<file path="src/common/keyboard_defs.svh">
// Keyboard receiver timing constants
`ifndef KEYBOARD_DEFS_SVH
`define KEYBOARD_DEFS_SVH

// Receiver clock filter
// The synchronized keyboard clock has to hold a new level for this many
// consecutive system clocks before the filtered clock follows it.
// Short glitches on the cable are swallowed this way.
`define PS2_FILTER_LEN 4

// Mid-frame watchdog
// System clocks allowed between two filtered falling edges inside a frame.
// A keyboard clocks at 10 to 16.7 kHz, so a gap much longer than one bit
// period means the frame was cut off.
// The receiver drops the partial frame and flags an error when the count
// is reached.
`define PS2_TIMEOUT_CYCLES 2000

// Both values are counted in system clocks.
// Keep the filter far below half a bit period, or edges get lost.
// Keep the timeout above a full bit period, or slow keyboards fail.





`endif

</file>
<file path="src/common/ps2_pkg.sv">
// PS/2 line-level types
`default_nettype none

package ps2_pkg;

    // One byte off the wire, as shifted in LSB first
    typedef logic [7:0] scan_code_t;

    // Frame bit index
    // 0 is the start bit, 1 to 8 data, 9 parity, 10 stop
    typedef logic [3:0] bit_count_t;

    // Receiver FSM
    typedef enum logic [1:0] {
        RX_IDLE  = 2'd0,   // Waiting for a start bit edge
        RX_SHIFT = 2'd1,   // Inside a frame
        RX_DONE  = 2'd2    // Stop bit taken, result out this cycle
    } rx_state_t;

endpackage : ps2_pkg

`default_nettype wire

</file>
<file path="src/common/arcade_pkg.sv">
// Game control types
`default_nettype none

package arcade_pkg;

    // Joystick levels, one bit per switch
    typedef logic [6:0] joy_t;

    localparam int JOY_RIGHT = 0;
    localparam int JOY_LEFT  = 1;
    localparam int JOY_DOWN  = 2;
    localparam int JOY_UP    = 3;
    localparam int JOY_B1    = 4;
    localparam int JOY_B2    = 5;
    localparam int JOY_B3    = 6;

    // Player 1 in bit 0, player 2 in bit 1
    typedef logic [1:0] pair_t;

    localparam int P1 = 0;
    localparam int P2 = 1;

    // Graphics layer enables
    typedef logic [3:0] gfx_t;

    localparam int GFX_CHAR = 0;   // Character layer
    localparam int GFX_SCR1 = 1;
    localparam int GFX_SCR2 = 2;
    localparam int GFX_OBJ  = 3;   // Sprites

endpackage : arcade_pkg

`default_nettype wire

</file>
<file path="src/common/key_event_if.sv">
// Decoded key event link
`timescale 1ns/1ps
`default_nettype none

interface key_event_if import ps2_pkg::*; ();

    scan_code_t code;       // Scan code without prefixes
    logic       extended;   // Came after E0
    logic       released;   // Came after F0
    logic       strobe;     // One cycle, qualifies the rest

    // Framer side drives the event
    modport framer (
        output code, extended, released, strobe
    );

    // Key map only listens, no back-pressure
    modport map (
        input code, extended, released, strobe
    );

endinterface : key_event_if

`default_nettype wire

</file>
<file path="src/ps2/ps2_rx.sv">
// PS/2 frame receiver
`timescale 1ns/1ps
`default_nettype none

`include "keyboard_defs.svh"

module ps2_rx import ps2_pkg::*; (
    input  logic       clk,
    input  logic       rst,
    input  logic       ps2_clk,
    input  logic       ps2_data,
    output scan_code_t rx_data,
    output logic       rx_valid,
    output logic       rx_error
);

    localparam int FILT_W = $clog2(`PS2_FILTER_LEN + 1);
    localparam int TOUT_W = $clog2(`PS2_TIMEOUT_CYCLES + 1);

    localparam bit_count_t FIRST_DATA = 4'd1;
    localparam bit_count_t LAST_DATA  = 4'd8;
    localparam bit_count_t PARITY_BIT = 4'd9;
    localparam bit_count_t STOP_BIT   = 4'd10;

    logic [1:0]        clk_sync;     // Two-flop synchronizers
    logic [1:0]        data_sync;
    logic              clk_filt;     // Debounced keyboard clock
    logic              clk_filt_d;
    logic [FILT_W-1:0] filt_cnt;     // Run length of a differing level
    logic              fall;
    rx_state_t         state;
    bit_count_t        bit_cnt;
    scan_code_t        shift_q;
    logic              start_bit;
    logic              parity_bit;
    logic              frame_ok;     // Checks of the last frame
    logic [TOUT_W-1:0] tout_cnt;     // Clocks since the last edge
    logic              timeout;

    // Lines idle high
    always_ff @(posedge clk) begin
        if (rst) begin
            clk_sync  <= 2'b11;
            data_sync <= 2'b11;
        end else begin
            clk_sync  <= {clk_sync[0], ps2_clk};
            data_sync <= {data_sync[0], ps2_data};
        end
    end

    // Clock follows the line only after a stable run
    always_ff @(posedge clk) begin
        if (rst) begin
            clk_filt   <= 1'b1;
            clk_filt_d <= 1'b1;
            filt_cnt   <= '0;
        end else begin
            clk_filt_d <= clk_filt;
            if (clk_sync[1] == clk_filt) begin
                filt_cnt <= '0;                  // Glitch over, start again
            end else if (filt_cnt == FILT_W'(`PS2_FILTER_LEN - 1)) begin
                clk_filt <= clk_sync[1];
                filt_cnt <= '0;
            end else begin
                filt_cnt <= filt_cnt + 1'b1;
            end
        end
    end

    assign fall    = clk_filt_d & ~clk_filt;  // Keyboard drives data on rise
    assign timeout = (state == RX_SHIFT) && (tout_cnt == TOUT_W'(`PS2_TIMEOUT_CYCLES));

    // Frame FSM
    always_ff @(posedge clk) begin
        if (rst) begin
            state    <= RX_IDLE;
            bit_cnt  <= '0;
            tout_cnt <= '0;
            frame_ok <= 1'b0;
        end else begin
            case (state)
                RX_IDLE: begin
                    tout_cnt <= '0;
                    if (fall) begin
                        state   <= RX_SHIFT;     // Start bit taken
                        bit_cnt <= FIRST_DATA;
                    end
                end
                RX_SHIFT: begin
                    if (timeout) begin
                        state <= RX_IDLE;        // Stalled, drop the frame
                    end else if (fall) begin
                        tout_cnt <= '0;
                        bit_cnt  <= bit_cnt + 1'b1;
                        if (bit_cnt == STOP_BIT) begin
                            // Start low, stop high, odd parity over 9 bits
                            frame_ok <= !start_bit && data_sync[1]
                                        && (^{shift_q, parity_bit});
                            state    <= RX_DONE;
                        end
                    end else begin
                        tout_cnt <= tout_cnt + 1'b1;
                    end
                end
                RX_DONE: state <= RX_IDLE;       // Result shown for one cycle
                default: state <= RX_IDLE;
            endcase
        end
    end

    // Bit capture
    always_ff @(posedge clk) begin
        if (fall && state == RX_IDLE) begin
            start_bit <= data_sync[1];
        end else if (fall && state == RX_SHIFT) begin
            if (bit_cnt <= LAST_DATA) begin
                shift_q <= {data_sync[1], shift_q[7:1]};   // LSB first
            end else if (bit_cnt == PARITY_BIT) begin
                parity_bit <= data_sync[1];
            end
        end
    end

    assign rx_data  = shift_q;
    assign rx_valid = (state == RX_DONE) && frame_ok;
    // DONE and SHIFT never overlap, so valid and error stay apart
    assign rx_error = ((state == RX_DONE) && !frame_ok) || timeout;

endmodule : ps2_rx

`default_nettype wire

</file>
<file path="src/ps2/scancode_framer.sv">
// Scan code prefix framer
`timescale 1ns/1ps
`default_nettype none

module scancode_framer import ps2_pkg::*; (
    input  logic       clk,
    input  logic       rst,
    input  scan_code_t rx_data,
    input  logic       rx_valid,
    input  logic       rx_error,
    key_event_if.framer ev
);

    localparam scan_code_t CODE_EXT = 8'hE0;   // Extended prefix
    localparam scan_code_t CODE_REL = 8'hF0;   // Break prefix

    logic ext_flag;
    logic rel_flag;

    // Prefix tracking and event strobe
    always_ff @(posedge clk) begin
        if (rst) begin
            ext_flag  <= 1'b0;
            rel_flag  <= 1'b0;
            ev.strobe <= 1'b0;
        end else begin
            ev.strobe <= 1'b0;
            if (rx_error) begin
                ext_flag <= 1'b0;            // Broken sequence, forget prefixes
                rel_flag <= 1'b0;
            end else if (rx_valid) begin
                if (rx_data == CODE_EXT) begin
                    ext_flag <= 1'b1;
                end else if (rx_data == CODE_REL) begin
                    rel_flag <= 1'b1;
                end else begin
                    ev.strobe <= 1'b1;       // Final byte of the code
                    ext_flag  <= 1'b0;
                    rel_flag  <= 1'b0;
                end
            end
        end
    end

    // Event payload, qualified by strobe
    always_ff @(posedge clk) begin
        if (rx_valid) begin
            ev.code     <= rx_data;
            ev.extended <= ext_flag;
            ev.released <= rel_flag;
        end
    end

endmodule : scancode_framer

`default_nettype wire

</file>
<file path="src/source/arcade_key_map.sv">
// Key event to game control map
`timescale 1ns/1ps
`default_nettype none

module arcade_key_map import ps2_pkg::*, arcade_pkg::*; (
    input  logic     clk,
    input  logic     rst,
    key_event_if.map ev,
    input  logic     frame_error_in,
    output joy_t     joy1,
    output joy_t     joy2,
    output pair_t    coin,
    output pair_t    start,
    output logic     key_reset,
    output logic     key_pause,
    output logic     key_service,
    output gfx_t     gfx,
    output logic     frame_error
);

    scan_code_t code;
    logic       pressed;

    assign code    = ev.code;
    assign pressed = !ev.released;   // Make sets, break clears

    // Held levels
    always_ff @(posedge clk) begin
        if (rst) begin
            joy1        <= '0;
            joy2        <= '0;
            coin        <= '0;
            start       <= '0;
            key_reset   <= 1'b0;
            key_pause   <= 1'b0;
            key_service <= 1'b0;
            gfx         <= '0;
        end else if (ev.strobe) begin
            // Extended flag is part of the key, plain 75 is not up
            case ({ev.extended, code})
                // Player 1, arrows and left-hand modifiers
                {1'b0, 8'h29}: joy1[JOY_B3]    <= pressed;   // Space
                {1'b0, 8'h11}: joy1[JOY_B2]    <= pressed;   // Alt
                {1'b0, 8'h14}: joy1[JOY_B1]    <= pressed;   // Ctrl
                {1'b1, 8'h75}: joy1[JOY_UP]    <= pressed;
                {1'b1, 8'h72}: joy1[JOY_DOWN]  <= pressed;
                {1'b1, 8'h6B}: joy1[JOY_LEFT]  <= pressed;
                {1'b1, 8'h74}: joy1[JOY_RIGHT] <= pressed;
                // Player 2 on letter keys
                {1'b0, 8'h15}: joy2[JOY_B3]    <= pressed;   // Q
                {1'b0, 8'h1B}: joy2[JOY_B2]    <= pressed;   // S
                {1'b0, 8'h1C}: joy2[JOY_B1]    <= pressed;   // A
                {1'b0, 8'h2D}: joy2[JOY_UP]    <= pressed;   // R
                {1'b0, 8'h2B}: joy2[JOY_DOWN]  <= pressed;   // F
                {1'b0, 8'h23}: joy2[JOY_LEFT]  <= pressed;   // D
                {1'b0, 8'h34}: joy2[JOY_RIGHT] <= pressed;   // G
                // Coins on 5 and 6
                {1'b0, 8'h2E}: coin[P1]        <= pressed;
                {1'b0, 8'h36}: coin[P2]        <= pressed;
                // Starts on 1 and 2
                {1'b0, 8'h16}: start[P1]       <= pressed;
                {1'b0, 8'h1E}: start[P2]       <= pressed;
                // System keys
                {1'b0, 8'h4D}: key_pause       <= pressed;   // P
                {1'b0, 8'h04}: key_reset       <= pressed;   // F3
                {1'b0, 8'h06}: key_service     <= pressed;   // F2
                // Layer toggles on F7 to F10
                {1'b0, 8'h83}: gfx[GFX_CHAR]   <= pressed;
                {1'b0, 8'h0A}: gfx[GFX_SCR1]   <= pressed;
                {1'b0, 8'h01}: gfx[GFX_SCR2]   <= pressed;
                {1'b0, 8'h09}: gfx[GFX_OBJ]    <= pressed;
                default: ;                                   // Unmapped key
            endcase
        end
    end

    // Error pulse out to the top, one clock late
    always_ff @(posedge clk) begin
        if (rst) begin
            frame_error <= 1'b0;
        end else begin
            frame_error <= frame_error_in;
        end
    end

endmodule : arcade_key_map

`default_nettype wire

</file>
<file path="src/source/arcade_keyboard.sv">
// Arcade keyboard input top
`timescale 1ns/1ps
`default_nettype none

module arcade_keyboard import ps2_pkg::*, arcade_pkg::*; (
    input  logic  clk,
    input  logic  rst,
    input  logic  ps2_clk,       // Keyboard lines
    input  logic  ps2_data,
    output joy_t  joy1,
    output joy_t  joy2,
    output pair_t coin,
    output pair_t start,
    output logic  key_reset,
    output logic  key_pause,
    output logic  key_service,
    output gfx_t  gfx,
    output logic  frame_error    // Bad or stalled frame
);

    scan_code_t rx_data;
    logic       rx_valid;
    logic       rx_error;

    key_event_if ev_if ();   // Framer to map

    ps2_rx ps2_rx_i (
        .clk      (clk),
        .rst      (rst),
        .ps2_clk  (ps2_clk),
        .ps2_data (ps2_data),
        .rx_data  (rx_data),
        .rx_valid (rx_valid),
        .rx_error (rx_error)
    );

    scancode_framer scancode_framer_i (
        .clk      (clk),
        .rst      (rst),
        .rx_data  (rx_data),
        .rx_valid (rx_valid),
        .rx_error (rx_error),
        .ev       (ev_if.framer)
    );

    arcade_key_map arcade_key_map_i (
        .clk            (clk),
        .rst            (rst),
        .ev             (ev_if.map),
        .frame_error_in (rx_error),
        .joy1           (joy1),
        .joy2           (joy2),
        .coin           (coin),
        .start          (start),
        .key_reset      (key_reset),
        .key_pause      (key_pause),
        .key_service    (key_service),
        .gfx            (gfx),
        .frame_error    (frame_error)
    );

endmodule : arcade_keyboard

`default_nettype wire

</file>
<file path="config.mk">
export PLATFORM = sky130hd
export DESIGN_NAME = arcade_keyboard
export DESIGN_NICKNAME = d
export VERILOG_FILES = /design/src/common/ps2_pkg.sv /design/src/common/arcade_pkg.sv /design/src/common/key_event_if.sv /design/src/ps2/ps2_rx.sv /design/src/ps2/scancode_framer.sv /design/src/source/arcade_key_map.sv /design/src/source/arcade_keyboard.sv
export VERILOG_INCLUDE_DIRS = /design/src /design/src/common
export SDC_FILE = /design/constraint.sdc
export NUM_CORES = 1
export LEC_CHECK = 0
export ABC_AREA = 1
export BUFFER_PORTS_ARGS = -buffer_cell sky130_fd_sc_hd__buf_2
export CAP_MARGIN = 30
export CORE_UTILIZATION = 59
export DETAILED_ROUTE_END_ITERATION = 12
export PLACE_DENSITY = 0.79
export SYNTH_ARGS = -nofsm -noshare
export SYNTH_HDL_FRONTEND = slang
export SYNTH_SLANG_ARGS = --single-unit
export TNS_END_PERCENT = 100
</file>
<file path="constraint.sdc">
create_clock -name clk -period 2.25 [get_ports clk]
set_clock_uncertainty 0.05 [all_clocks]
set_input_delay 0.3375 -clock clk [delete_from_list [all_inputs] [get_ports clk]]
set_output_delay 0.3375 -clock clk [all_outputs]
set_load 0.01 [all_outputs]
</file>
Word level (Yosys, flattened, before mapping)

Cells that the tools add are included.

Output and inout port bits: 26
Register bits after elaboration: 76

Reductions and logical operators: 51
Eq/ne operators: 40
Order comparisons: 1
Add/sub/neg operators: 3
Bitwise operators: 8
Multiplexer cells: 16

Operators by type and width:

| kind                                                  | number |
|---|---|
| equality test 9 x 5 -> 1 bit, second input constant   | 7 |
| equality test 9 x 6 -> 1 bit, second input constant   | 7 |
| AND reduction 2 bit                                   | 29 |
| equality test 9 bit, second input constant            | 4 |
| two-way mux 11 bit                                    | 2 |
| one-hot mux 11 bit (2 select lines)                   | 1 |
| equality test 9 x 3 -> 1 bit, second input constant   | 2 |
| equality test 9 x 4 -> 1 bit, second input constant   | 2 |
| equality test 8 bit, second input constant            | 2 |
| two-way mux 4 bit                                     | 3 |
| AND reduction 4 bit                                   | 3 |
| adder 11 x 1 -> 11 bit, second input constant         | 1 |
| equality test 11 bit, second input constant           | 1 |
| equality test 9 x 1 -> 1 bit, second input constant   | 1 |
| equality test 9 x 7 -> 1 bit, second input constant   | 1 |
| equality test 9 x 8 -> 1 bit, second input constant   | 1 |
| parity 9 bit                                          | 1 |
| equality test 4 bit, second input constant            | 2 |
| two-way mux 2 bit                                     | 4 |
| one-hot mux 4 bit (2 select lines)                    | 1 |
| logical AND 1 bit                                     | 7 |
| inverter 1 bit                                        | 7 |
| inequality test 2 x 1 -> 1 bit, second input constant | 3 |
| AND reduction 3 bit                                   | 2 |
| other kinds (20)                                      | 25 |

Depth between registers and ports, before layout

Word-level depth: 5
Depth in mapped cells: 12
Mapped depth without buffers: 12

Modules after synthesis

Synthesis repeated with hierarchy kept, for this count alone.

Cells, all modules: 498
Area, all modules: 3,743.6 um2

Modules (own cells, without submodules):

| module          | area an instance (um2) | instances | sequential area each (um2) | cells an instance |
|---|---|---|---|---|
| ps2_rx          | 1,898.1                | 1         | 840.8                      | 241 |
| arcade_key_map  | 1,383.8                | 1         | 520.5                      | 220 |
| scancode_framer | 461.7                  | 1         | 360.3                      | 37 |

Worst setup path before layout

OpenSTA, ideal clock, no wires.

Kind: flip-flop to flip-flop
Start: reg ps2_rx_i.state[0]
End: reg ps2_rx_i.shift_q[0] (netlist: ps2_rx_i.rx_data[0]) (enable)
Buffers on the path: 0
Cell stages (with the launch flop): 5
Data arrival time: 1,292 ps
Slack: 525 ps
Cells stage by stage: dfxtp_1 inv_2 nor2_4 inv_1 nor3_1

Word-level cells in the longest chain between the ends: 4
Elaborated cells between the ends (all ways): 6
Classes of those cells: 1 x eq/ne; 1 x bitwise; 4 x reduce/logical

RTL lines:

| item                              | line          | RTL |
|---|---|---|
| start, declared                   | ps2_rx.sv:31  | `rx_state_t state;` |
| start signal, assigned            | ps2_rx.sv:76  | `state <= RX_IDLE;` |
| start signal, assigned            | ps2_rx.sv:85  | `state <= RX_SHIFT;` |
| start signal, assigned            | ps2_rx.sv:91  | `state <= RX_IDLE;` |
| logical NOT 2 bit                 | ps2_rx.sv:113 | `if (fall && state == RX_IDLE) begin` |
| logical AND 1 bit                 | ps2_rx.sv:113 |  |
| inverter 1 bit (no line)          | -             |  |
| AND reduction 3 bit (no line) (*) | -             |  |
| end signal, assigned              | ps2_rx.sv:117 | `shift_q <= {data_sync[1], shift_q[7:1]};` |
| end, declared                     | ps2_rx.sv:33  | `scan_code_t shift_q;` |

Every way passes the cells marked *; elsewhere a longest branch is shown, timed or not.
A chain may end at the register's enable or synchronous reset.

Final worst setup path

Start: reg ps2_rx_i.tout_cnt[0]
End: reg ps2_rx_i.tout_cnt[2]

Word-level cells in the longest chain between the ends: 4
Elaborated cells between the ends (all ways): 8
Classes of those cells: 1 x add/sub; 2 x eq/ne; 3 x mux; 2 x reduce/logical

RTL lines:

| item                                                                       | line                        | RTL |
|---|---|---|
| start, declared                                                            | ps2_rx.sv:37                | `logic [TOUT_W-1:0] tout_cnt;` |
| start signal, assigned                                                     | ps2_rx.sv:102               | `tout_cnt <= tout_cnt + 1'b1;` |
| adder 11 x 1 -> 11 bit or equality test 11 bit (tied branches)             | ps2_rx.sv:102, ps2_rx.sv:71 |  |
| two-way mux 11 bit or logical AND 1 bit (tied branches)                    | ps2_rx.sv:92, ps2_rx.sv:71  |  |
| two-way mux 11 bit or inequality test 2 bit (tied branches)                | -                           |  |
| one-hot mux 11 bit (2 select lines) or AND reduction 2 bit (tied branches) | -                           |  |

Several ways; a longest one is shown, not always the timed one. The select of a mux whose other input is x is not followed.

==> metrics.md <==
| Metric | Value |
|---|---|
| Run status | `finished clean` |
| Yosys top cell area share | `between 30% and 40%` |
| Sequential share of the synthesized area | `48.2%` |
| GR Util All Layers | `roughly a quarter` |
| Ports | `30` |
| Starting DRT DRC Count | `about 190` |
| Largest area contributor in the netlist | `dfxtp_1` |
| Leading cell types in the layout, fill and taps excluded | `88 x nand2_1, 66 x nor2_1, 57 x inv_1` |
| Comb power frac | `roughly 1%` |
| Post-synth ARST share | `0%` |
| Global-route wire length before repair | `around 12000 µm` |
| Vias per cell | `about 5.5` |
| Maximum clock insertion buffer count | `2` |
| Hold path start | `ps2_data` |
| Hold_buf cts | `0` |
| Max Cap Violations | `0` |
| Sw Pwr | `between 0.5 and 0.6 mW` |
| TritonCTS buffer count | `9` |
| Hold Path Class | `in -> reg` |
| Htree depth | `3` |
| Root buffer cell | `clkbuf_8` |
| Relative max-transition margin | `a little over three fifths` |
| Post-route insts no fill | `559` |
| Final setup vio count | `0` |
| Antenna cells | `0` |
| WL/cell | `12.8 µm` |
| Switching share of power | `19.7%` |
| Synth warn | `0` |
| Pint | `a little over 2 mW` |
| Setup crit start | `ps2_rx_i.tout_cnt[0]` |
| WP data arrival | `1.87 ns` |
| Post-Route Utilization | `a little over two thirds` |
| Crit path max fanout | `13` |
| Least-Margin Pin Slew | `about 0.55 ns` |
| Cts repair resizes | `0` |
| GRT overflow | `0` |
| Leakage power | `around 1.7 nW` |
| Synth cell types | `36` |
| F_max | `around 600 MHz` |
| Post-route DRC | `0` |
| Maximum VDD drop | `514 µV` |
| Port bufs | `29` |
| Worst path required time | `roughly 2.5 ns` |
| Synth top area cells | `dfxtp_1 31%, edfxtp_1 17%, nand2_1 9.2%` |
| Clock power frac | `about 44%` |
| Fin nets | `between 400 and 500` |
| Crit end category | `flop` |
| Die footprint | `0.00637 mm²` |
| Post-route setup TNS | `0 ns` |
| Pwr/cell area | `633 mW/mm²` |
| RSZ-0062 raised after global routing | `no` |
| Fin crit share | `between 70% and 80%` |
| Syn Std Cell Area | `0.00357 mm²` |
| Placed insts | `around 540` |
| Synth Register Bits | `76` |
| Worst setup SP type | `flop` |
| Routability cong. | `between 0.9 and 1` |
| CTS Sinks | `between 70 and 80` |
| Slew Viols, Final | `0` |
| Multi-input combinational cell area | `0.00155 mm²` |
| Initial antenna violation count | `0` |
| RR Startpoint | `ps2_rx_i.tout_cnt[0]` |
| Final WL | `~7100 µm` |
| Commonest non-fill, non-tap cell in the layout | `nand2_1` |
| Share of power burned in registers | `~55%` |
| Hold Violations, Final | `0` |
| Setup CP Type | `reg -> reg` |
| Share of layout cells above drive strength 1 | `roughly 18%` |
| # Post-CTS Setup Buffers | `0` |
| Top FF cell, synth | `dfxtp_1` |
| Initial core utilization | `about 63%` |
| Clock transition at path regs | `roughly 0.070 ns` |
| Gate Count Post-Synth | `447` |
| Synthesis-to-finish area growth | `12.1%` |
| Die Wd | `roughly 80 µm` |
| Post-synth net total | `459` |
| CTS tree | `built` |
| EDFF count, synth | `20` |
| First-pass DRT Iterations | `5` |
| Post-route ant nets | `0` |
| Fill count | `about 440` |
| Height of the die | `79.8 µm` |
| Clk Latency, worst-skew pair | `0.35 ns` |
| FF/Latch Area | `0.00172 mm²` |
| Minimum clock period | `approximately 1.7 ns` |
| DPL Wire Length | `5300 µm` |
| Syn Area/Cell | `roughly 8 µm²` |
| Via count of the first global-routing pass | `roughly 2800` |
| Pin count of the biggest net entering global routing | `29` |
| Via count | `3066` |
| # rows | `27` |
| Total core area | `between 0.005 and 0.006 mm²` |
routing by layer:
| metal | up-vias | track usage (%) | wire (µm) |
|---|---|---|---|
| met5 | - | 0 | 0 |
| met4 | 0 | 10.0 | 135 |
| met3 | 14 | 6.17 | 453 |
| met2 | 122 | 41.1 | 3420 |
| met1 | 1396 | 30.0 | 3120 |
| li1 | 1534 | - | - |
area by class of cell:
| type | count | area share [%] |
|---|---|---|
| sequential | 76 | 43.0 |
| multi-input combinational | 298 | 38.8 |
| clock buffer | 13 | 4.46 |
| inverter | 64 | 6.12 |
| tap | 72 | 2.25 |
| clock inverter | 3 | 1.06 |
| timing repair buffer | 33 | 4.37 |
through the flow:
| stage | power, mW | hold slack, ns | worst slack, ns | cell area, µm² |
|---|---|---|---|---|
| 4_1_cts | 2.56 | 0.103 | 0.578 | 4010 |
| 2_1_floorplan | 1.45 | 0.339 | 0.525 | 3570 |
| 3_5_place_dp | 1.46 | 0.353 | 0.596 | 3790 |
| 5_1_grt | 2.62 | 0.106 | 0.362 | 4010 |
| 6_report | 2.54 | 0.114 | 0.580 | 4010 |
| 3_3_place_gp | 1.46 | 0.344 | 0.663 | 3790 |
flip-flops by register name, indices dropped and copies added, names as in the netlist, 2 cells and up:
name and cells:
arcade_key_map_i.start 2, arcade_key_map_i.gfx 4, ps2_rx_i.data_sync 2, ps2_rx_i.bit_cnt 4
scancode_framer_i.ev.code 8, arcade_key_map_i.joy2 7, ps2_rx_i.rx_data 8, ps2_rx_i.filt_cnt 3
arcade_key_map_i.joy1 7, arcade_key_map_i.coin 2, ps2_rx_i.clk_sync 2, ps2_rx_i.tout_cnt 11
ps2_rx_i.state 2
critical path, cell delays in order, from the launching register on:
cell and delay, ns:
dfxtp_1 0.34, inv_1 0.08, ha_1 0.14, nand2_1 0.06, nor2_2 0.18, nand3_4 0.10
nand2_4 0.09, nand2_4 0.12, inv_2 0.18, nor2_1 0.07, o21ai_2 0.12, nor2_2 0.04
worst paths after layout:
check                           to  slack, ns  cells past startpoint
min reg2reg  ps2_rx_i.data_sync[1]       0.37                      1
max reg2reg   ps2_rx_i.tout_cnt[2]       0.58                     11
max           ps2_rx_i.tout_cnt[2]       0.58                     11
min          ps2_rx_i.data_sync[0]       0.11                      2
cells in the mapped netlist, types with 7 or more instances:
library cell / number
a21oi_1: 30
nand2_1: 88
nor3_1: 11
o21ai_0: 15
inv_1: 57
nand3_1: 19
dfxtp_1: 56
ha_1: 8
a311oi_1: 7
edfxtp_1: 20
nand4_1: 10
nor2_1: 66
logic make-up after synthesis:
kind of cell | Yosys count | share of synthesized area, %
flops | 76 | 48.2
buf+inv | 73 | 8.33
fa+ha+maj | 8 | 2.80
xor+xnor | 3 | 0.735
simple gates | 222 | 29.1
compound gates | 65 | 10.8
power by group through the flow:
| stage | registers (mW) | clock network, mW | logic [mW] |
|---|---|---|---|
| after floorplan | 1.43 | 0 | 0.0181 |
| after global placement | 1.43 | 0 | 0.0258 |
| after detailed placement | 1.43 | 0 | 0.0261 |
| after CTS | 1.40 | 1.14 | 0.0261 |
| after global routing | 1.40 | 1.19 | 0.0295 |
| final | 1.40 | 1.11 | 0.0260 |
No activity file was read; power rests on OpenSTA's default activity.
